File: config.mk
export PLATFORM = sky130hd
export DESIGN_NAME = hid_rx
export DESIGN_NICKNAME = d
export VERILOG_FILES = /design/src/verilog/fabric_pkg.sv /design/src/verilog/hid_rx.sv
export SDC_FILE = /design/constraint.sdc
export NUM_CORES = 1
export LEC_CHECK = 0
export ABC_AREA = 0
export BUFFER_PORTS_ARGS = -buffer_cell sky130_fd_sc_hd__buf_4
export CAP_MARGIN = 10
export CORE_MARGIN = 3
export CORE_UTILIZATION = 47
export DETAILED_ROUTE_END_ITERATION = 16
export PLACE_DENSITY = 0.88
export SLEW_MARGIN = 5
export SYNTH_ARGS = -nofsm -noshare
export SYNTH_HDL_FRONTEND = slang
export SYNTH_SLANG_ARGS = --single-unit
File: constraint.sdc
create_clock -name clk -period 4.65 [get_ports clk]
set_clock_uncertainty 0.1 [all_clocks]
set_input_delay 0.465 -clock clk [delete_from_list [all_inputs] [get_ports clk]]
set_output_delay 0.465 -clock clk [all_outputs]
set_load 0.05 [all_outputs]
File: src/verilog/fabric_pkg.sv
package fabric_pkg;

  // upper 16 address bits, one 64 KiB region each
  typedef enum logic [15:0] {
    REG_SRAM  = 16'h0200,  // main sram
    REG_CACHE = 16'h0201,  // cache flush control
    REG_IRQ   = 16'h0202,  // interrupt pending bits
    REG_VGA   = 16'h0206,  // vga regs + cursor image
    REG_HID   = 16'h0207   // hid serial receiver
  } region_t;

  localparam int IRQ_SRCS = 3;  // timer, uart, hid

  typedef struct packed {
    logic [31:0] address;     // byte address
    logic        read;        // held until waitrequest low
    logic        write;       // same
    logic [31:0] writedata;
    logic [3:0]  byteenable;  // one bit per byte lane
  } bus_req_t;

  typedef struct packed {
    logic [31:0] readdata;     // valid in completing cycle
    logic        waitrequest;  // stall while high
  } bus_rsp_t;

  typedef struct packed {
    logic sram;
    logic cache;
    logic irq;
    logic vga;
    logic hid;
  } sel_t;

  // low address half, seen as register select or as word index
  typedef union packed {
    struct packed {
      logic [2:0]  rsel;  // vga register select
      logic [12:0] rest;
    } reg_view;
    struct packed {
      logic [13:0] index;  // word index
      logic [1:0]  lane;   // byte lane
    } word_view;
  } offset_u;

  typedef struct packed {
    logic        mode;       // display mode
    logic        block;      // blank the screen
    logic [15:0] line_base;  // first line address
    logic [9:0]  cursor_x;
    logic [9:0]  cursor_y;
  } vga_ctrl_t;

endpackage

File: src/verilog/hid_rx.sv
`timescale 1ns/1ps

module hid_rx import fabric_pkg::*; (
  input  logic     clk,
  input  logic     reset_n,
  input  bus_req_t req,
  input  logic     sel,
  input  logic     hid_dat,
  input  logic     hid_clk,
  input  logic     hid_str,
  output bus_rsp_t rsp,
  output logic     hid_event
);

  logic [2:0]  in_meta;   // {str, clk, dat} first stage
  logic [2:0]  in_sync;   // second stage
  logic [1:0]  in_prev;   // {str, clk} previous sample
  logic        clk_rise;
  logic        str_rise;
  logic        parity_ok;
  logic        arrived;   // word waiting to be read
  logic [31:0] shift_q;   // lsb arrives first, shifted down

  assign clk_rise  = in_sync[1] & ~in_prev[0];
  assign str_rise  = in_sync[2] & ~in_prev[1];
  assign parity_ok = (^shift_q[24:0]) == shift_q[28];  // parity bit at 28

  always_ff @(posedge clk or negedge reset_n) begin
    if (!reset_n) begin
      in_meta   <= '0;
      in_sync   <= '0;
      in_prev   <= '0;
      shift_q   <= '0;
      arrived   <= 1'b0;
      hid_event <= 1'b0;
    end else begin
      in_meta   <= {hid_str, hid_clk, hid_dat};  // dat kept aligned with clk
      in_sync   <= in_meta;
      in_prev   <= in_sync[2:1];
      hid_event <= str_rise;  // one pulse per strobe
      if (clk_rise) shift_q <= {in_sync[0], shift_q[31:1]};
      if (sel && req.read) arrived <= 1'b0;  // read consumes the word
      if (str_rise && parity_ok) arrived <= 1'b1;  // set beats clear
    end
  end

  assign rsp.readdata    = arrived ? shift_q : 32'd0;
  assign rsp.waitrequest = 1'b0;

endmodule

==> results.cfg <==
[outcome]
status = finished, final reports clean

[floorplanning]
row_count = 22
start_util = 0.505
io_pins = 110
dieArea_mm2 = 0.00485
die_h_um = 69.7
core_area_mm2 = 0.00377
die_width_um = 69.7

[yosys]
synth_area_mm2 = 0.00190
synth-compound-area-share = 0.00460
synth_cell_types = 15
syn_area_per_cell_um2 = 13.4
ys_seq_elements = 42
postSynthCellCount = 142
seq_area_frac_synth = 0.552
synth-xor-area-share = 0.120
ys_warn_count = 0
synth_top_family_by_area = multiplexers
synthMuxAreaShare = 0.189
synth-adder-area-share = 0
synth-simple-area-share = 0.114
synth_fp_nets = 218

[global_routing]
grt_overflow = 0
antenna_found_initial = 0
grt_pass1_wl_um = 5550
grt_max_degree = 43
grt_pass1_vias = 1193
grt_usage = 0.142

[timing]
max_freq_mhz = 461
worst_pin_slew_ns = 0.767
hold_ws_ns = 0.0291
hold_viol = 0
slew-limit-headroom = 0.489
setup_viol_count_final = 0
rsz0062_at_grt = false
tns_ns = 0
drv_slew = 0
finalCriticalPeriod_ns = 2.17
finalCritPeriodShare = 0.466

[worst_setup_path]
cp_max_fo = 33
rrSetupSlack_ns = 2.64
arrival_ns = 1.60
crit_family = flip-flops
r2r_start = shift_q[2]
rr_worst_depth = 5
crit_buf_inv = 1
crit_required_ns = 4.09
critPathSlowestCell = dfrtp_1
cp_slowest_stage_delay_ns = 0.85
start_kind = flip-flop
worstPathCellList = and2_2 -> buf_4
r2r-end = arrived
critical_path_class = flip-flop to primary output
crit_path_end_kind = primary output

[drt]
wl_per_cell_um = 13.6
postRouteAntennaNets = 0
route.detailed.drc = 0
first_pass_iters = 2
vias_per_cell = 4.83
num_vias = 1111
drt_iter0_markers = 20
routed_wl_um = 3120

[power]
netSwitchingPower_uw = 512
finalPower_uw = 1370
vdd_drop_max_v = 0.000447
p_leak_uw = 0.00116
p_sw_frac = 0.375
intPower_uw = 853
power_density_mw_per_mm2 = 582
p_seq_frac = 0.384
combPwrFrac = 0.409
p_clk_frac = 0.207

[layout]
final_common_cell = dfrtp_1
drive_gt1_frac = 0.445
mostFrequentLayoutCells = dfrtp_1 (42), buf_4 (40), mux2_2 (32)
fillerInstances = 307
fin_util = 0.622
area_delta_synth_final_pct = 23.1
fin_nets = 257
diodes = 0

[job]
max-cap-violations = 0

[worst_hold_path]
hold_class = input port to asynchronous set/reset pin

[cts]
cts.clk_slew.worst_paths_ns = 0.08
cts_hold_buf = 0
htreeDepth = 2
cts_sinks = 42
cts_buffers = 5
cts_root_buf = clkbuf_8
post_cts_buffers = 0
clock_latency_ns = 0.29
ctsResizeCount = 0
cts.path.max_buffers = 2
cts_tree = done

[place]
dp_hpwl_um = 2170
gp_congestion = 0.680
portBuffers = 39
[state kept, by name, summed over array words and instances (netlist names)]
signal and cells:
arrived 1, hid_event 1, in_meta 3, in_prev 2, in_sync 3, shift_q 32
[cell usage after synthesis, drive strengths merged]
master | number | share of area
and2 | 32 | 0.11
xnor3 | 2 | 0.024
buf | 4 | 0.0099
clkbuf | 4 | 0.0079
mux2 | 32 | 0.19
xnor2 | 19 | 0.087
nand2 | 1 | 0.0020
xor2 | 2 | 0.0092
nor2b | 1 | 0.0033
a22o | 1 | 0.0046
conb | 1 | 0.0020
nand2b | 1 | 0.0033
dfrtp | 42 | 0.55
[cell type report]
class | count | area, µm² | area share
timing repair buffer | 40 | 300 | 0.128
clock buffer | 5 | 68.8 | 0.0293
tap | 48 | 60.1 | 0.0256
sequential | 42 | 1050 | 0.448
multi-input combinational | 92 | 820 | 0.350
clock inverter | 3 | 45.0 | 0.0192
[layer usage]
layer  vias to the layer above  GRT usage  wire length (µm)
li1                        534          -                 -
met1                       535      0.189              1450
met2                        40      0.224              1420
met3                         2     0.0391               232
met4                         0     0.0511                16
met5                         -          0                 0
[logic make-up after synthesis]
group | count (synthesis)
other | 1
flip-flops | 42
AND/OR/NAND/NOR | 35
AO/OA/AOI/OAI | 1
buffers and inverters | 8
XOR/XNOR | 23
multiplexers | 32
[power groups by stage]
stage	clock, µW	sequential (µW)	combinational (µW)
after floorplan	0	489	466
after global placement	0	523	550
after detailed placement	0	533	561
after CTS	289	526	567
after global routing	306	541	595
final	282	524	559
[how the worst max path moves through the flow]
stage          startpoint       to  slack, ns  cells past startpoint
3_3_place_gp   shift_q[2]  arrived       2.73                      5
2_1_floorplan  shift_q[2]  arrived       2.83                      5
6_report          arrived   rsp[3]       2.48                      2
4_1_cts           arrived   rsp[3]       2.45                      2
3_5_place_dp   shift_q[2]  arrived       2.64                      5
5_1_grt           arrived  rsp[14]       2.32                      2
[worst register-to-register path: stages (launching register included)]
cell and delay, ns:
dfrtp_1 0.41, xor2_1 0.19, xnor2_1 0.19, xnor3_1 0.44, xnor3_1 0.38, a22o_1 0.19
[through the flow]
stage	worst slack [ns]	cells	instance area, µm²
global route	2.32	230	2340
detailed placement	2.64	222	2230
finish	2.48	230	2340
CTS	2.45	230	2340
global placement	2.73	222	2230
floorplan	2.83	142	1900
Note: power is estimated with default switching activity, not from simulation.
