**src/verilog/fabric_pkg.sv**
```systemverilog
package fabric_pkg;

  // upper 16 address bits, one 64 KiB region each
  typedef enum logic [15:0] {
    REG_SRAM  = 16'h0200,  // main sram
    REG_CACHE = 16'h0201,  // cache flush control
    REG_IRQ   = 16'h0202,  // interrupt pending bits
    REG_VGA   = 16'h0206,  // vga regs + cursor image
    REG_HID   = 16'h0207   // hid serial receiver
  } region_t;

  localparam int IRQ_SRCS = 3;  // timer, uart, hid

  typedef struct packed {
    logic [31:0] address;     // byte address
    logic        read;        // held until waitrequest low
    logic        write;       // same
    logic [31:0] writedata;
    logic [3:0]  byteenable;  // one bit per byte lane
  } bus_req_t;

  typedef struct packed {
    logic [31:0] readdata;     // valid in completing cycle
    logic        waitrequest;  // stall while high
  } bus_rsp_t;

  typedef struct packed {
    logic sram;
    logic cache;
    logic irq;
    logic vga;
    logic hid;
  } sel_t;

  // low address half, seen as register select or as word index
  typedef union packed {
    struct packed {
      logic [2:0]  rsel;  // vga register select
      logic [12:0] rest;
    } reg_view;
    struct packed {
      logic [13:0] index;  // word index
      logic [1:0]  lane;   // byte lane
    } word_view;
  } offset_u;

  typedef struct packed {
    logic        mode;       // display mode
    logic        block;      // blank the screen
    logic [15:0] line_base;  // first line address
    logic [9:0]  cursor_x;
    logic [9:0]  cursor_y;
  } vga_ctrl_t;

endpackage

```
**src/verilog/sys_ctrl.sv**
```systemverilog
`timescale 1ns/1ps

module sys_ctrl import fabric_pkg::*; (
  input  logic        clk,
  input  logic        reset_n,
  input  bus_req_t    req,
  input  logic        cache_sel,
  input  logic        irq_sel,
  input  logic        timer_irq,
  input  logic        uart_irq,
  input  logic        hid_event,
  output bus_rsp_t    rsp,
  output logic        irq_req,
  output logic        flush_cache,
  output logic [14:0] flush_page
);

  logic [1:0]          ext_meta;  // timer, uart first stage
  logic [1:0]          ext_sync;  // synchronized level
  logic [1:0]          ext_prev;  // last synchronized sample
  logic [IRQ_SRCS-1:0] irq_set;   // rising edges this cycle
  logic [IRQ_SRCS-1:0] irq_clr;   // write-one-to-clear mask
  logic [IRQ_SRCS-1:0] pending;
  logic                word0;     // offset hits word 0

  assign word0   = (req.address[15:2] == 14'd0);
  assign irq_set = {hid_event, ext_sync & ~ext_prev};  // hid already a pulse
  assign irq_clr = (irq_sel && req.write && word0) ? req.writedata[IRQ_SRCS-1:0] : '0;

  always_ff @(posedge clk or negedge reset_n) begin
    if (!reset_n) begin
      ext_meta    <= '0;
      ext_sync    <= '0;
      ext_prev    <= '0;
      pending     <= '0;
      flush_cache <= 1'b0;
      flush_page  <= '0;
    end else begin
      ext_meta <= {uart_irq, timer_irq};
      ext_sync <= ext_meta;
      ext_prev <= ext_sync;
      pending  <= (pending & ~irq_clr) | irq_set;  // set beats clear
      if (cache_sel && req.write && word0) begin  // other words ignored
        flush_cache <= req.writedata[31];
        flush_page  <= req.writedata[14:0];
      end
    end
  end

  assign irq_req         = |pending;
  assign rsp.readdata    = 32'(pending);  // zero-extended
  assign rsp.waitrequest = 1'b0;

endmodule

```
**config.mk**
```make
export PLATFORM = sky130hd
export DESIGN_NAME = sys_ctrl
export DESIGN_NICKNAME = d
export VERILOG_FILES = /design/src/verilog/fabric_pkg.sv /design/src/verilog/sys_ctrl.sv
export SDC_FILE = /design/constraint.sdc
export NUM_CORES = 1
export LEC_CHECK = 0
export ABC_CLOCK_PERIOD_IN_PS = 900
export BUFFER_PORTS_ARGS = -buffer_cell sky130_fd_sc_hd__buf_2
export CORE_MARGIN = 4
export CORE_UTILIZATION = 36
export CTS_BUF_LIST = sky130_fd_sc_hd__clkbuf_8
export DETAILED_ROUTE_END_ITERATION = 10
export MAX_ROUTING_LAYER = met4
export PLACE_DENSITY = 0.91
export SYNTH_ARGS = -nofsm -noshare
export SYNTH_HDL_FRONTEND = slang
export SYNTH_SLANG_ARGS = --single-unit
```
**constraint.sdc**
```tcl
create_clock -name clk -period 0.9 [get_ports clk]
set_input_delay 0.18 -clock clk [delete_from_list [all_inputs] [get_ports clk]]
set_output_delay 0.18 -clock clk [all_outputs]
set_load 0.02 [all_outputs]
```
==> impl_metrics.env, run 1 <==
export IMPL_yosysWarningCount=0
export IMPL_clk_pin_slew_ps=80
export IMPL_cp_end_kind="output pin"
export IMPL_synth_edff_count=0
export IMPL_routedWlPerCell_um=14.4
export IMPL_die_area_um2=4410
export IMPL_start_util_pct=39.0
export IMPL_maxSlewViolCount=0
export IMPL_die_h_um=66.4
export IMPL_gr_usage_all_layers_pct=13.9
export IMPL_grt_remaining_overflow=0
export IMPL_finalCritPeriodShare_pct=153
export IMPL_drive_gt1_share_pct=60.2
export IMPL_setup_violations=39
export IMPL_wl_um=3030
export IMPL_min_to="ext_meta[1]$_DFF_PN0_"
export IMPL_finalSetupTns_ps=-7280
export IMPL_skew_ps=2.01
export IMPL_rsz0062_at_grt="yes"
export IMPL_ys_ff_latch=25
export IMPL_finalNetCount=244
export IMPL_syn_cell_area_um2=1230
export IMPL_cts_sinks=25
export IMPL_start_kind="flop"
export IMPL_grt_max_degree=14
export IMPL_synth_most_common_cell="buf_4"
export IMPL_p_per_area_nw_per_um2=1120
export IMPL_register_area_um2=627
export IMPL_place_congestion=0.813
export IMPL_cts_buffer_depth=2
export IMPL_syn_to_final_growth_pct=48.9
export IMPL_async_reset_ff_share_pct=100
export IMPL_post_synth_cell_area_avg_um2=13.5
export IMPL_antennaDiodeCount=0
export IMPL_dp_slack_ps=-626
export IMPL_worstSetupPathType="reg2out"
export IMPL_finalHoldViolCount=0
export IMPL_viasPerCell=4.18
export IMPL_synth_ff_type="dfrtp_1"
export IMPL_worst_slack_ps=-476
export IMPL_min_delay_start="uart_irq"
export IMPL_p_sw_share_pct=25.3
export IMPL_ant_nets=0
export IMPL_internal_power_uw=1540
export IMPL_ir_worst_vdd_mv=1.13
export IMPL_htree_levels=1
export IMPL_synth_area_leaders="dfrtp_1 51%, buf_4 18%, mux2_4 12%, mux2_2 5.5%, nor4_2 2.0%"
export IMPL_r2r_start="flush_page[1]$_DFFE_PN0P_"
export IMPL_rows=20
export IMPL_cp_max_fo=2
export IMPL_numCtsBuffers=3
export IMPL_clock_latency_ps=260
export IMPL_via_count=877
export IMPL_hp_class="in2reg"
export IMPL_status="finished with violations"
export IMPL_detail_route_iter0_violations=2
export IMPL_p_seq_share_pct=55.5
export IMPL_rrSetupSlack_ps=0
export IMPL_synth_cells=91
export IMPL_drc_errors=0
export IMPL_drtPass1Iterations=4
export IMPL_cts_root_buffer="clkbuf_8"
export IMPL_holdPathStages=1
export IMPL_netlist_area_leader_share_pct=50.9
export IMPL_grt_pass1_vias=948
export IMPL_core_area_um2=3150
export IMPL_max_freq_ghz=0.727
export IMPL_die_x_um=66.4
export IMPL_numPortBuffers=57
export IMPL_hold_ws_ps=23.3
export IMPL_crit_arrival_ps=1200
export IMPL_multi_input_area_um2=520
export IMPL_required_ps=720
export IMPL_yosysUniqueCellTypes=18
export IMPL_cap_violations=0
export IMPL_yosysSeqAreaShare_pct=50.9
export IMPL_clockPowerShare_pct=30.4
export IMPL_synth_largest_area_cell="dfrtp_1"
export IMPL_comb_power_share_pct=14.1
export IMPL_p_leak_uw=0.000983
export IMPL_synth_commonest_cells="30 x buf_4, 25 x dfrtp_1, 10 x mux2_4"
export IMPL_dpl_hpwl_um=2170
export IMPL_pin_count=127
export IMPL_reg2reg_to="flush_page[1]$_DFFE_PN0P_"
export IMPL_period_needed_ps=1380
export IMPL_fill_cells=264
export IMPL_antenna_found_initial=0
export IMPL_failed_checks="negative setup slack"
export IMPL_grt_pass1_wl_um=4390
export IMPL_power_switching_uw=521
export IMPL_cts_tree="yes"
export IMPL_r2r_cells=2
[cell families (layout without fill, tap and decap cells)]
kind of cell | after synthesis | in the layout | synth area share, %
buffers and inverters | 33 | 78 | 20.6
flip-flops | 25 | 25 | 50.9
multiplexers | 16 | 16 | 17.7
AND/OR/NAND/NOR | 11 | 12 | 8.25
AO/OA/AOI/OAI | 5 | 5 | 2.24
other | 1 | 30 | 0.305
[cell type report]
class / count / area share [%]
sequential: 25 / 34.3
clock inverter: 1 / 0.205
clock buffer: 3 / 2.26
inverter: 2 / 0.410
timing repair buffer: 72 / 31.4
multi-input combinational: 63 / 28.5
tap: 44 / 3.01
[timing repair]
item / CTS / global route
hold buffers: 1 / 0
cloned: 1 / 0
gates resized for setup: 48 / 11
pin swaps: 5 / 9
hold endpoints to repair: 12 / 0
endpoints found under the setup margin: 37 / 39
setup buffers: 7 / 5
[registers in the layout, summed over array words and instances, names as in the netlist]
name	cells
flush_cache	1
pending	3
ext_prev	2
ext_sync	2
flush_page	15
ext_meta	2
[through the flow]
step	instances	total power (uW)	util, %	area [um^2]
2_1_floorplan	120	1390	-	1360
3_3_place_gp	193	1410	46.9	1480
3_5_place_dp	193	1420	46.9	1480
4_1_cts	206	2050	55.9	1760
5_1_grt	210	2150	58.0	1830
6_report	210	2060	58.0	1830
[power by group through the flow]
stage	clock [uW]	combinational, uW	sequential, uW
after global routing	692	316	1140
after detailed placement	0	254	1160
after floorplan	0	225	1160
after global placement	0	245	1160
after CTS	633	271	1140
final	625	291	1140
[critical path, stage by stage, from the launching register on]
cell	delay, ps
dfrtp_1	400
or3_4	400
buf_6	140
[cells in the final DEF, fill, tap and decap left out]
cell | synthesis | layout
dfrtp_2 | 0 | 1
a21o_1 | 1 | 1
conb_1 | 1 | 30
nand2_8 | 0 | 2
dlygate4sd3_1 | 0 | 1
nor4b_4 | 1 | 1
nand2_1 | 2 | 2
clkbuf_8 | 0 | 3
mux2_4 | 10 | 10
inv_1 | 2 | 3
or3_4 | 0 | 1
and4_4 | 1 | 1
buf_6 | 0 | 27
o21ai_1 | 0 | 4
nand3_2 | 0 | 1
buf_2 | 0 | 31
nand4_1 | 1 | 1
dfrtp_1 | 25 | 24
buf_4 | 30 | 12
mux2_2 | 6 | 6
nor3_2 | 0 | 1
buf_8 | 0 | 1
nor4_4 | 0 | 2
[how the worst max path moves through the flow]
stage | startpoint | endpoint | slack, ps | depth (start not counted)
floorplan | req[43] | flush_page[0]$_DFFE_PN0P_ | -440 | 5
global placement | req[43] | flush_page[12]$_DFFE_PN0P_ | -570 | 5
detailed placement | req[43] | flush_page[0]$_DFFE_PN0P_ | -630 | 5
CTS | pending[2]$_DFF_PN0_ | irq_req | -460 | 2
global route | pending[2]$_DFF_PN0_ | irq_req | -500 | 2
finish | pending[2]$_DFF_PN0_ | irq_req | -480 | 2
[layer usage]
| metal | part of all wire [%] | vias to the layer above | track usage (%) | wire, um |
|---|---|---|---|---|
| met5 | 0 | - | - | 0 |
| met4 | 1.9 | 0 | 4.82 | 59 |
| met3 | 7.3 | 6 | 2.72 | 220 |
| met2 | 60 | 49 | 27.6 | 1820 |
| met1 | 31 | 426 | 12.9 | 933 |
| li1 | - | 396 | - | - |
No activity file was read; power rests on OpenSTA's default activity.
==> run 2: changes to the inputs <==
==> constraint.sdc (replaced) <==
create_clock -name clk -period 0.9 [get_ports clk]
set_input_delay 0.225 -clock clk [delete_from_list [all_inputs] [get_ports clk]]
set_output_delay 0.225 -clock clk [all_outputs]
set_load 0.02 [all_outputs]
==> run 2 against run 1 <==
- the flow still finishes with violations (negative setup slack)
- routed wire length is 12% lower
- flip-flop and latch count stayed put
- design area is 0.41% lower
- worst hold slack improved by 45 ps
- core utilization shrank 0.24 points
- largest power group unchanged
==> impl_metrics.env, run 2 (synthesized netlist as in run 1, its figures left out) <==
export IMPL_status="finished with violations"
export IMPL_failed_checks="negative setup slack"
export IMPL_wl_um=2670
export IMPL_finalCritPeriodShare_pct=154
export IMPL_power_total_uw=2040
export IMPL_detail_route_iter0_violations=3
export IMPL_grt_pass1_wl_um=4240
export IMPL_via_count=871
export IMPL_die_x_um=66.4
export IMPL_min_delay_start="uart_irq"
export IMPL_cts_sinks=25
export IMPL_pin_count=127
export IMPL_rsz0062_at_grt="yes"
export IMPL_rows=20
export IMPL_dp_cells=193
export IMPL_drc_errors=0
export IMPL_reg_top3="flush_page x15, pending x3"
export IMPL_cp_startpoint="pending[2]$_DFF_PN0_"
export IMPL_cts_buffer_depth=2
export IMPL_r2r_start="flush_page[3]$_DFFE_PN0P_"
export IMPL_grt_pass1_vias=943
export IMPL_r2r_cells=2
export IMPL_cts_root_buffer="clkbuf_8"
export IMPL_htree_levels=1
export IMPL_grt_max_degree=15
export IMPL_most_common_layout_cells="31 x buf_2, 30 x conb_1, 29 x buf_6"
export IMPL_cap_violations=0
export IMPL_ir_worst_vdd_mv=0.853
export IMPL_finalNetCount=242
export IMPL_start_kind="flop"
export IMPL_dpl_hpwl_um=2070
export IMPL_drtPass1Iterations=2
export IMPL_largest_reg_flops=15
export IMPL_finalSetupTns_ps=-8480
export IMPL_finalHoldViolCount=0
export IMPL_syn_to_final_growth_pct=48.3
export IMPL_final_cells=208
export IMPL_maxSlewViolCount=0
export IMPL_worstSetupPathType="reg2out"
export IMPL_cts_tree="yes"
export IMPL_drive_gt1_share_pct=59.1
export IMPL_skew_ps=1.92
export IMPL_antennaDiodeCount=0
export IMPL_p_leak_uw=0.000977
export IMPL_required_ps=670
export IMPL_clk_pin_slew_ps=80
export IMPL_numPortBuffers=57
export IMPL_clock_latency_ps=260
export IMPL_ant_nets=0
export IMPL_final_common_cell="buf_2"
export IMPL_die_h_um=66.4
export IMPL_routedWlPerCell_um=12.9
export IMPL_cp_end_kind="output pin"
export IMPL_max_freq_ghz=0.721
export IMPL_antenna_found_initial=0
export IMPL_hp_class="in2reg"
export IMPL_setup_violations=39
export IMPL_grt_remaining_overflow=0
export IMPL_period_needed_ps=1390
export IMPL_p_per_area_nw_per_um2=1120
export IMPL_crit_arrival_ps=1160
export IMPL_numCtsBuffers=3
export IMPL_gr_usage_all_layers_pct=12.7
export IMPL_viasPerCell=4.19
export IMPL_core_area_um2=3150
export IMPL_start_util_pct=39.0
export IMPL_die_area_um2=4410
export IMPL_place_congestion=0.690
export IMPL_worst_slack_ps=-487
export IMPL_regMostFlops="flush_page"
export IMPL_cp_max_fo=2
export IMPL_holdPathStages=1
run 2: power by group:
part / switching [uW] / leakage (uW) / internal, uW
clock network: 312 / 0.0000269 / 304
logic: 189 / 0.000630 / 98.2
registers: 5.13 / 0.000319 / 1140
total: 506 / 0.000977 / 1540
run 2: cell type report:
type	count	area [um^2]
tap	44	55.1
multi-input combinational	63	515
sequential	25	627
inverter	2	7.51
fill	269	1330
timing repair buffer	70	572
clock inverter	1	3.75
clock buffer	3	41.3
run 2: through the flow:
stage / setup slack [ps] / instance area (um^2) / hold slack [ps] / utilization, %
2_1_floorplan: -489 / 1360 / -70.6 / -
3_3_place_gp: -642 / 1490 / 119 / 47.3
3_5_place_dp: -676 / 1490 / 126 / 47.3
4_1_cts: -496 / 1800 / 61.5 / 57.2
5_1_grt: -527 / 1820 / 60.4 / 57.8
6_report: -487 / 1820 / 68.2 / 57.8
run 2: timing repair:
item,CTS,global route
hold buffers,1,0
setup endpoints to repair,38,39
pin swaps,7,7
cloned,1,0
hold endpoints to repair,11,0
buffers inserted,8,2
gates resized for setup,50,2
run 2: routing by layer:
layer | track usage (%) | share of wire, %
met1 | 14.6 | 34
met2 | 22.3 | 53
met3 | 2.72 | 12
met4 | 3.30 | 0.26
met5 | - | 0
run 2: path summary, 6_finish.rpt:
check / end / slack, ps
max: irq_req / -490
min: ext_meta[1]$_DFF_PN0_ / 70
min reg2reg: ext_sync[0]$_DFF_PN0_ / 360
max in group asynchronous: pending[1]$_DFF_PN0_ / 140
max reg2reg: flush_page[3]$_DFFE_PN0P_ / 10
min in group asynchronous: flush_page[3]$_DFFE_PN0P_ / 380
run 2: worst max-delay path: stages, from the launching register on:
cell	delay, ps
dfrtp_1	380
or3_4	380
buf_6	140
