===== config.mk =====
export PLATFORM = sky130hd
export DESIGN_NAME = bus_fabric
export DESIGN_NICKNAME = d
export VERILOG_FILES = /design/src/verilog/fabric_pkg.sv /design/src/verilog/bus_fabric.sv
export SDC_FILE = /design/constraint.sdc
export NUM_CORES = 1
export LEC_CHECK = 0
export ABC_AREA = 0
export BUFFER_PORTS_ARGS = -buffer_cell sky130_fd_sc_hd__clkbuf_2
export CORE_AREA = 2 2 80 82
export DETAILED_ROUTE_END_ITERATION = 8
export DIE_AREA = 0 0 82 84
export GPL_ROUTABILITY_DRIVEN = 1
export GPL_TIMING_DRIVEN = 0
export PLACE_DENSITY = 0.68
export REMOVE_ABC_BUFFERS = 1
export SLEW_MARGIN = 20
export SYNTH_ARGS = -nofsm -noshare
export SYNTH_HDL_FRONTEND = slang
export SYNTH_SLANG_ARGS = --single-unit

===== constraint.sdc =====
create_clock -name vclk -period 1.5
set_input_delay 0.225 -clock vclk [all_inputs]
set_output_delay 0.225 -clock vclk [all_outputs]
set_load 0.005 [all_outputs]

===== src/verilog/fabric_pkg.sv =====
package fabric_pkg;

  // upper 16 address bits, one 64 KiB region each
  typedef enum logic [15:0] {
    REG_SRAM  = 16'h0200,  // main sram
    REG_CACHE = 16'h0201,  // cache flush control
    REG_IRQ   = 16'h0202,  // interrupt pending bits
    REG_VGA   = 16'h0206,  // vga regs + cursor image
    REG_HID   = 16'h0207   // hid serial receiver
  } region_t;

  localparam int IRQ_SRCS = 3;  // timer, uart, hid

  typedef struct packed {
    logic [31:0] address;     // byte address
    logic        read;        // held until waitrequest low
    logic        write;       // same
    logic [31:0] writedata;
    logic [3:0]  byteenable;  // one bit per byte lane
  } bus_req_t;

  typedef struct packed {
    logic [31:0] readdata;     // valid in completing cycle
    logic        waitrequest;  // stall while high
  } bus_rsp_t;

  typedef struct packed {
    logic sram;
    logic cache;
    logic irq;
    logic vga;
    logic hid;
  } sel_t;

  // low address half, seen as register select or as word index
  typedef union packed {
    struct packed {
      logic [2:0]  rsel;  // vga register select
      logic [12:0] rest;
    } reg_view;
    struct packed {
      logic [13:0] index;  // word index
      logic [1:0]  lane;   // byte lane
    } word_view;
  } offset_u;

  typedef struct packed {
    logic        mode;       // display mode
    logic        block;      // blank the screen
    logic [15:0] line_base;  // first line address
    logic [9:0]  cursor_x;
    logic [9:0]  cursor_y;
  } vga_ctrl_t;

endpackage


===== src/verilog/bus_fabric.sv =====
`timescale 1ns/1ps

module bus_fabric import fabric_pkg::*; (
  input  bus_req_t req,
  input  bus_rsp_t sram_rsp,
  input  bus_rsp_t irq_rsp,
  input  bus_rsp_t hid_rsp,
  output sel_t     sel,
  output bus_rsp_t rsp
);

  logic [15:0] region;  // region code of current request

  assign region = req.address[31:16];

  // decode, one select per mapped region
  always_comb begin
    sel.sram  = (region == REG_SRAM);
    sel.cache = (region == REG_CACHE);
    sel.irq   = (region == REG_IRQ);
    sel.vga   = (region == REG_VGA);
    sel.hid   = (region == REG_HID);
  end

  // cache and vga have no read path, so they never show up here
  // unmapped regions fall through to zero data, no wait
  always_comb begin
    rsp.readdata    = ({32{sel.sram}} & sram_rsp.readdata) |
                      ({32{sel.irq}}  & irq_rsp.readdata)  |
                      ({32{sel.hid}}  & hid_rsp.readdata);
    rsp.waitrequest = (sel.sram & sram_rsp.waitrequest) |
                      (sel.irq  & irq_rsp.waitrequest)  |
                      (sel.hid  & hid_rsp.waitrequest);
  end

endmodule


==> out/metrics.csv, run 1 <==
stage,metric,value,unit
timing,Final Max Tran Viols,0,
place,Final GP Congestion,0.6589,
worst_setup_path,"Largest delay share family, worst path",buffers and inverters,
timing,final worst slack,-0.07849,ns
worst_setup_path,CP Launch Type,input pin,
die,chip height,84,µm
worst_hold_path,hold crit path type,in2out,
timing,# setup viols final,27,
power_and_ir_drop,leakage power,1.009,nW
power_and_ir_drop,Sw Ratio,40.88,%
timing,Final min period,1.578,ns
outcome,failing checks,setup timing,
yosys,Synth area leader,mux2_2,
timing,Setup Total Neg Slack,-1.033,ns
layout,share of layout cells above drive strength 1,86.67,%
layout,"Area growth, synth to finish",117.7,%
yosys,sequential area share after synthesis,0,%
place,pre-CTS setup slack,-1.082,ns
timing,period utilisation layout,105.2,%
worst_setup_path,"Top cell by count, worst path",buf_6,
global_routing,GRT overflow,0,
layout,Fill cells,632,
yosys,Post-Syn Area,0.001016,mm²
layout,clock buffers,0,
detailed_routing,vias per cell,4.610,
die,die width,82,µm
detailed_routing,number of antenna-violating nets in the routed design,0,
place,HPWL Detailed,3338,µm
worst_setup_path,crit path capture type,output port,
timing,RSZ-0062 raised after global routing,true,
worst_setup_path,"Req. time, crit path",1.27,ns
power_and_ir_drop,Clock Power Share,0,%
layout,"most common cell after layout, fill and taps aside",clkbuf_2,
die,row cnt,29,
layout,Final Cell Area,0.002212,mm²
timing,worst-margin pin slew,0.3148,ns
layout,most frequent cells in the layout,"clkbuf_2 (126), mux2_2 (33), buf_2 (23)",
detailed_routing,via count,1669,
timing,Peak Freq,0.6335,GHz
worst_setup_path,Worst Path Buf+Inv,4,
worst_setup_path,"Max stage delay cell, worst path",nor4_4,
global_routing,first-pass GRT wire length,7307,µm
worst_setup_path,CP peak stage delay,0.36,ns
power_and_ir_drop,Peak VDD IR,0.1478,mV
power_and_ir_drop,Power Dens Cells,176.6,mW/mm²
power_and_ir_drop,Sw Pwr,159.7,µW
flow_run,# Max-Cap Violations,0,
detailed_routing,DRT iter0 DRCs,34,
yosys,"top cells by area, synth","mux2_2 (37%), a22oi_1 (17%), nor2_1 (13%)",
layout,Seq. cell area,0,µm²
layout,ant diodes,0,
worst_setup_path,crit path cell chain,buf_6 > nor4_4 > buf_4 > nand3_4 > buf_6 > nor2_1 > buf_2,
power_and_ir_drop,Gate power share,100.0,%
detailed_routing,DRT Wirelength,5316,µm
global_routing,Total GRT Usage,13.27,%
yosys,Synth cell types,19,
die,Core Footprint,0.006096,mm²
yosys,Yosys top cell area share,36.58,%
yosys,YS warnings,0,
detailed_routing,DRC,0,
die,IO Pins,207,
power_and_ir_drop,internal power,230.9,µW
place,Placed Area,0.001797,mm²
worst_setup_path,Setup Crit Path Kind,in2out,
power_and_ir_drop,Tot Pwr,390.7,µW
global_routing,initial antenna violation count,0,
place,I/O Buffers,153,
detailed_routing,mean routed wirelength per cell,14.69,µm
die,Die Area,0.006888,mm²
layout,num sequential,0,
yosys,Mapped Cells,128,
outcome,status,"complete, but fails checks",
yosys,Avg Inst Size Synth,7.937,µm²
layout,nets,456,
layout,area taken by multi-input logic gates,0.001126,mm²
global_routing,largest net degree at the start of global routing,40,
power_and_ir_drop,Seq pwr share,0,%
die,initial core utilization,16.67,%
timing,max_slew headroom,78.86,%
detailed_routing,first-pass iteration count of the detailed router,4,
global_routing,vias in the first global route,1509,
layout,Util after Layout,36.29,%
worst_setup_path,CP arrival,1.35,ns
timing,Fin. Hold Viols,0,
clock_network,CTS Hold Bufs,0,
worst_setup_path,worst-path maximum fanout,6,
-- path summary, 6_finish.rpt --
check,from,to,slack (ns),cells past startpoint
max,req[59],rsp[17],-0.08,7
min,hid_rsp[7],rsp[7],0.77,4
-- tightest hold or removal path, delay by kind of cell --
family	cells	cell delay, ns
buffers and inverters	2	0.19
AOI/OAI and AO/OA	1	0.06
and+or+nand+nor	1	0.07
-- power by group through the flow --
stage               Sequential [mW]  Clock (mW)  Combinational [mW]
global route                      0           0               0.420
floorplan                         0           0               0.134
global placement                  0           0               0.310
finish                            0           0               0.391
CTS                               0           0               0.370
detailed placement                0           0               0.329
-- synth_stat cells, drive strengths merged --
library cell  instances
nor2b                 1
nor3b                 1
nor4b                 1
buf                  14
nand3b                1
nand2                 1
nand2b                1
mux2                 33
and4b                 1
nand3                 1
nor3                  2
nor2                 34
clkbuf                1
nor4                  3
a22oi                33
-- cell families after synthesis --
logic type / after synthesis / share of synthesized area (%)
AO/OA/AOI/OAI: 33 / 29.31
multiplexers: 33 / 36.58
buffers and inverters: 15 / 11.58
AND/OR/NAND/NOR: 47 / 22.54
-- final cells by class --
class              instances  share of cell area [%]
multi-input cells        115                   50.91
well taps                 77                   4.355
repair buffers           170                   44.74
-- metal layers --
| metal | track usage [%] | share of wire, % |
|---|---|---|
| met3 | 0.1082 | 5.9 |
| met4 | 0.1515 | 0 |
| met5 | 0 | 0 |
| met1 | 15.40 | 41 |
| met2 | 27.42 | 53 |
-- repair_timing --
| action | 4_1_cts | 5_1_grt |
|---|---|---|
| pin swaps | 16 | 16 |
| cloned | 2 | 0 |
| buffers inserted | 15 | 0 |
| setup endpoints to repair | 38 | 37 |
| gates resized for setup | 19 | 71 |
-- through the flow --
stage | hold WS (ns) | std cells
floorplan | 0.4740 | 113
global placement | 0.7424 | 343
detailed placement | 0.7554 | 345
CTS | 0.7816 | 362
global route | 0.8060 | 362
finish | 0.7680 | 362
No activity file was read; power rests on OpenSTA's default activity.
==> run 2, diff against run 1 <==
--- a/config.mk
+++ b/config.mk
@@ -7,12 +7,12 @@
 export LEC_CHECK = 0
 export ABC_AREA = 0
 export BUFFER_PORTS_ARGS = -buffer_cell sky130_fd_sc_hd__clkbuf_2
-export CORE_AREA = 2 2 80 82
+export CORE_AREA = 2 2 81 83
 export DETAILED_ROUTE_END_ITERATION = 8
-export DIE_AREA = 0 0 82 84
+export DIE_AREA = 0 0 83 85
 export GPL_ROUTABILITY_DRIVEN = 1
 export GPL_TIMING_DRIVEN = 0
-export PLACE_DENSITY = 0.68
+export PLACE_DENSITY = 0.69
 export REMOVE_ABC_BUFFERS = 1
 export SLEW_MARGIN = 20
 export SYNTH_ARGS = -nofsm -noshare
==> constraint.sdc (replaced) <==
create_clock -name vclk -period 1.34
set_input_delay 0.201 -clock vclk [all_inputs]
set_output_delay 0.201 -clock vclk [all_outputs]
set_load 0.005 [all_outputs]
==> run 2 against run 1 <==
  * The run still ends with setup timing left
  * Utilization is 3.1 points higher
  * Non-clock buffer count increased by 7
  * Power up 24%
  * Count of clock-buffer cells in the layout is the same
  * Worst setup slack got worse by 0.12 ns
  * Final area up 11%
==> out/metrics.csv, run 2 (synthesis results as in run 1) <==
stage,metric,value,unit,change
outcome,status,"complete, but fails checks",,
outcome,failing checks,setup timing,,
die,row cnt,29,,unchanged
worst_setup_path,"Max stage delay cell, worst path",nor4_4,,
place,I/O Buffers,153,,unchanged
layout,clock buffers,0,,unchanged
worst_setup_path,Worst Path Buf+Inv,5,,+1
die,Die Area,0.007055,mm²,+2.4%
layout,"most common cell after layout, fill and taps aside",clkbuf_2,,
global_routing,largest net degree at the start of global routing,21,,-48%
detailed_routing,via count,1714,,+2.7%
detailed_routing,vias per cell,4.645,,+0.75%
global_routing,first-pass GRT wire length,9059,µm,+24%
timing,Final Max Tran Viols,0,,unchanged
layout,ant diodes,0,,unchanged
detailed_routing,mean routed wirelength per cell,16.78,µm,+14%
global_routing,Total GRT Usage,15.75,%,+2.5 points
worst_setup_path,crit path capture type,output port,,
detailed_routing,DRC,0,,unchanged
global_routing,initial antenna violation count,0,,unchanged
layout,"Area growth, synth to finish",140.6,%,
timing,Final min period,1.535,ns,
place,Placed Area,0.001782,mm²,-0.84%
timing,Fin. Hold Viols,0,,unchanged
worst_setup_path,CP arrival,1.33,ns,-0.02 ns
layout,Util after Layout,39.40,%,+3.1 points
worst_setup_path,CP Launch Type,input pin,,
timing,worst-margin pin slew,0.2859,ns,-0.02887 ns
worst_setup_path,crit path cell chain,buf_6 > nor4_4 > buf_4 > nand3_4 > buf_6 > buf_12 > nor2_4 > clkbuf_2,,
die,initial core utilization,16.37,%,-0.29 points
die,Core Footprint,0.006205,mm²,+1.8%
timing,hold_ws,0.7265,ns,-0.04157 ns
worst_setup_path,Setup Crit Path Kind,in2out,,
place,Final GP Congestion,0.6918,,+5.0%
layout,nets,463,,+1.5%
layout,num sequential,0,,unchanged
layout,Final Cell Area,0.002445,mm²,+11%
clock_network,CTS Hold Bufs,0,,unchanged
worst_setup_path,"Largest delay share family, worst path",buffers and inverters,,
place,HPWL Detailed,3477,µm,+4.2%
timing,max_slew headroom,80.80,%,+1.9 points
layout,share of layout cells above drive strength 1,89.38,%,+2.7 points
worst_setup_path,"Req. time, crit path",1.14,ns,-0.13 ns
power_and_ir_drop,Peak VDD IR,0.1341,mV,-9.2%
detailed_routing,number of antenna-violating nets in the routed design,0,,unchanged
power_and_ir_drop,leakage power,1.082,nW,+7.2%
worst_setup_path,worst-path maximum fanout,4,,-2
worst_setup_path,CP peak stage delay,0.33,ns,-0.03 ns
die,die width,83,µm,+1.2%
timing,final worst slack,-0.1948,ns,-0.1163 ns
die,chip height,85,µm,+1.2%
worst_hold_path,hold crit path type,in2out,,
detailed_routing,first-pass iteration count of the detailed router,4,,unchanged
timing,period utilisation layout,114.5,%,
detailed_routing,DRT Wirelength,6190,µm,+16%
detailed_routing,DRT iter0 DRCs,37,,+8.8%
global_routing,vias in the first global route,1688,,+12%
global_routing,GRT overflow,0,,unchanged
timing,# setup viols final,38,,+41%
layout,most frequent cells in the layout,"clkbuf_2 (133), mux2_2 (33), nor2_4 (19)",,
layout,Seq. cell area,0,µm²,unchanged
timing,RSZ-0062 raised after global routing,true,,
power_and_ir_drop,Power Dens Cells,197.4,mW/mm²,+12%
timing,Peak Freq,0.6516,GHz,
die,IO Pins,207,,unchanged
worst_setup_path,"Top cell by count, worst path",buf_6,,
flow_run,# Max-Cap Violations,0,,unchanged
-- run 2: per-stage QoR --
stage                     total power [mW]  setup WS (ns)  std cells  TNS, ns
after floorplan                     0.1503        -0.5057        113   -14.21
after global placement              0.3466         -1.692        343   -58.87
after detailed placement            0.3612         -1.222        344   -41.73
after CTS                           0.4562        -0.1228        369   -3.909
after global routing                0.5208        -0.2448        369   -7.420
final                               0.4825        -0.1948        369   -5.813
-- run 2: path summary, 6_finish.rpt --
path	from	endpoint	cells past startpoint
worst max-delay path	req[59]	rsp[29]	8
worst min-delay path	hid_rsp[8]	rsp[8]	4
-- run 2: metal layers --
metal	global-route usage [%]	share of wire, %
met3	3.502	7.8
met2	30.21	53
met1	18.54	39
met4	1.341	0.84
met5	0	0
-- run 2: area by class of cell --
type                            instances  area [µm²]
Fill cell                             637        3760
Multi-Input combinational cell        115        1197
Tap cell                               77       96.34
Timing Repair Buffer                  177        1151
-- run 2: power breakdown --
| part | switching [mW] | total, mW | internal, mW |
|---|---|---|---|
| Sequential | 0 | 0 | 0 |
| Combinational | 0.197 | 0.482 | 0.285 |
| Clock | 0 | 0 | 0 |
-- run 2: timing repair --
action	CTS	global route
setup buffers	20	0
setup endpoints to repair	38	38
gates resized for setup	48	48
pin swaps	21	17
cloned	5	0
==> run 3, diff against run 2 <==
--- a/config.mk
+++ b/config.mk
@@ -7,12 +7,14 @@
 export LEC_CHECK = 0
 export ABC_AREA = 0
 export BUFFER_PORTS_ARGS = -buffer_cell sky130_fd_sc_hd__clkbuf_2
-export CORE_AREA = 2 2 81 83
+export CELL_PAD_IN_SITES_DETAIL_PLACEMENT = 0
+export CELL_PAD_IN_SITES_GLOBAL_PLACEMENT = 2
+export CORE_ASPECT_RATIO = 1.5
+export CORE_UTILIZATION = 10
 export DETAILED_ROUTE_END_ITERATION = 8
-export DIE_AREA = 0 0 83 85
 export GPL_ROUTABILITY_DRIVEN = 1
 export GPL_TIMING_DRIVEN = 0
-export PLACE_DENSITY = 0.69
+export PLACE_DENSITY = 0.95
 export REMOVE_ABC_BUFFERS = 1
 export SLEW_MARGIN = 20
 export SYNTH_ARGS = -nofsm -noshare
==> constraint.sdc (replaced) <==
create_clock -name vclk -period 1.34
set_input_delay 0.067 -clock vclk [all_inputs]
set_output_delay 0.067 -clock vclk [all_outputs]
set_load 0.005 [all_outputs]
==> run 3 against run 2 <==
  * The flow finishes with violations (DRC)
  * Combinational power is 18% lower
  * Sequential cell count stayed put
  * Highest routed layer is now met3
  * Die area is 50% higher
  * Via count is 8.1% lower
  * Final cell count is 5.4% higher
==> out/metrics.csv, run 3 (synthesis results as in run 1) <==
stage,metric,value,unit,change
power_and_ir_drop,Peak VDD IR,0.04770,mV,-64%
detailed_routing,via count,1575,,-8.1%
worst_setup_path,worst-path maximum fanout,24,,+20
worst_setup_path,CP arrival,1.16,ns,-0.17 ns
die,Core Footprint,0.009799,mm²,+58%
layout,Fill cells,1131,,+78%
die,row cnt,44,,+52%
timing,Peak Freq,0.8122,GHz,+25%
detailed_routing,number of antenna-violating nets in the routed design,0,,unchanged
timing,Fin. Hold Viols,0,,unchanged
timing,RSZ-0062 raised after global routing,false,,
global_routing,vias in the first global route,1586,,-6.0%
power_and_ir_drop,Tot Pwr,396.9,µW,-18%
detailed_routing,mean routed wirelength per cell,12.83,µm,-24%
detailed_routing,DRT iter0 DRCs,35,,-5.4%
flow_run,# Max-Cap Violations,0,,unchanged
layout,ant diodes,0,,unchanged
die,chip height,125.5,µm,+48%
worst_setup_path,Setup Crit Path Kind,in2out,,
timing,Final min period,1.231,ns,-0.3035 ns
power_and_ir_drop,Seq pwr share,0,%,unchanged
layout,Seq. cell area,0,µm²,unchanged
place,I/O Buffers,153,,unchanged
layout,area taken by multi-input logic gates,957.2,µm²,-20%
detailed_routing,DRT Wirelength,4990,µm,-19%
power_and_ir_drop,Gate power share,100.0,%,about the same
worst_setup_path,crit path capture type,output port,,
layout,num sequential,0,,unchanged
power_and_ir_drop,Sw Pwr,153.6,µW,-22%
worst_setup_path,"Req. time, crit path",1.27,ns,+0.13 ns
global_routing,Total GRT Usage,8.833,%,-6.9 points
die,Die Area,0.01058,mm²,+50%
global_routing,largest net degree at the start of global routing,39,,+86%
layout,clock buffers,0,,unchanged
layout,Util after Layout,20.51,%,-19 points
layout,share of layout cells above drive strength 1,77.37,%,-12 points
place,pre-CTS setup slack,-0.7932,ns,+0.4285 ns
die,die width,84.30,µm,+1.6%
power_and_ir_drop,Clock Power Share,0,%,unchanged
timing,hold_ws,0.4412,ns,-0.2853 ns
layout,"Area growth, synth to finish",97.78,%,
timing,worst-margin pin slew,0.3881,ns,+0.1023 ns
place,HPWL Detailed,4267,µm,+23%
timing,# setup viols final,0,,-100%
outcome,status,"complete, but fails checks",,
worst_setup_path,CP Launch Type,input pin,,
timing,final worst slack,0.1087,ns,+0.3035 ns
detailed_routing,first-pass iteration count of the detailed router,6,,+2
global_routing,initial antenna violation count,0,,unchanged
layout,most frequent cells in the layout,"clkbuf_2 (152), nor2_1 (34), mux2_2 (33)",,
detailed_routing,DRC,10,,+10
die,initial core utilization,10.37,%,-6.0 points
power_and_ir_drop,leakage power,0.9249,nW,-15%
detailed_routing,vias per cell,4.049,,-13%
worst_hold_path,hold crit path type,in2out,,
timing,max_slew headroom,74.04,%,-6.8 points
timing,period utilisation layout,91.89,%,-23 points
layout,nets,445,,-3.9%
timing,Setup Total Neg Slack,0,ns,+5.813 ns
die,IO Pins,207,,unchanged
outcome,failing checks,DRC,,
power_and_ir_drop,Sw Ratio,38.69,%,-2.2 points
place,Final GP Congestion,0.7167,,+3.6%
global_routing,GRT overflow,0,,unchanged
power_and_ir_drop,internal power,243.3,µW,-15%
global_routing,first-pass GRT wire length,7603,µm,-16%
timing,Final Max Tran Viols,0,,unchanged
power_and_ir_drop,Power Dens Cells,197.5,mW/mm²,about the same
clock_network,CTS Hold Bufs,0,,unchanged
layout,"most common cell after layout, fill and taps aside",clkbuf_2,,
-- run 3: critical path, cell delays in order --
cell and delay (ns):
clkbuf_2 0.11, nor4_4 0.28, nand3_2 0.11, buf_4 0.16, buf_16 0.15, nor3b_2 0.15, clkbuf_2 0.13
-- run 3: layer usage --
metal | GRT usage (%) | wire length, µm
met5 | 0 | 0
met3 | 0.7921 | 364
met4 | 0 | 0
met1 | 9.294 | 1795
met2 | 19.24 | 2830
-- run 3: metrics by stage --
stage / cells / instance area [µm²]
after floorplan: 113 / 898.4
after global placement: 381 / 1808
after detailed placement: 385 / 1899
after CTS: 389 / 1966
after global routing: 389 / 2009
final: 389 / 2009
-- run 3: final timing paths --
check             cells after the start    start  endpoint
setup / recovery                      7  req[64]    sel[4]
hold / removal                        3  req[54]    sel[1]
-- run 3: power groups by stage --
stage | Combinational, mW | Clock, mW | Sequential, mW
finish | 0.397 | 0 | 0
global route | 0.438 | 0 | 0
CTS | 0.393 | 0 | 0
detailed placement | 0.382 | 0 | 0
global placement | 0.359 | 0 | 0
floorplan | 0.150 | 0 | 0
-- run 3: timing repair --
item	CTS	global route
setup endpoints to repair	38	37
pin swaps	2	0
resized for setup	5	7
endpoints found under the hold margin	0	0
setup buffers	4	0
-- run 3: layout make-up --
class / count / area share, %
Multi-Input combinational cell: 113 / 47.63
Tap cell: 115 / 7.161
Timing Repair Buffer: 161 / 45.21
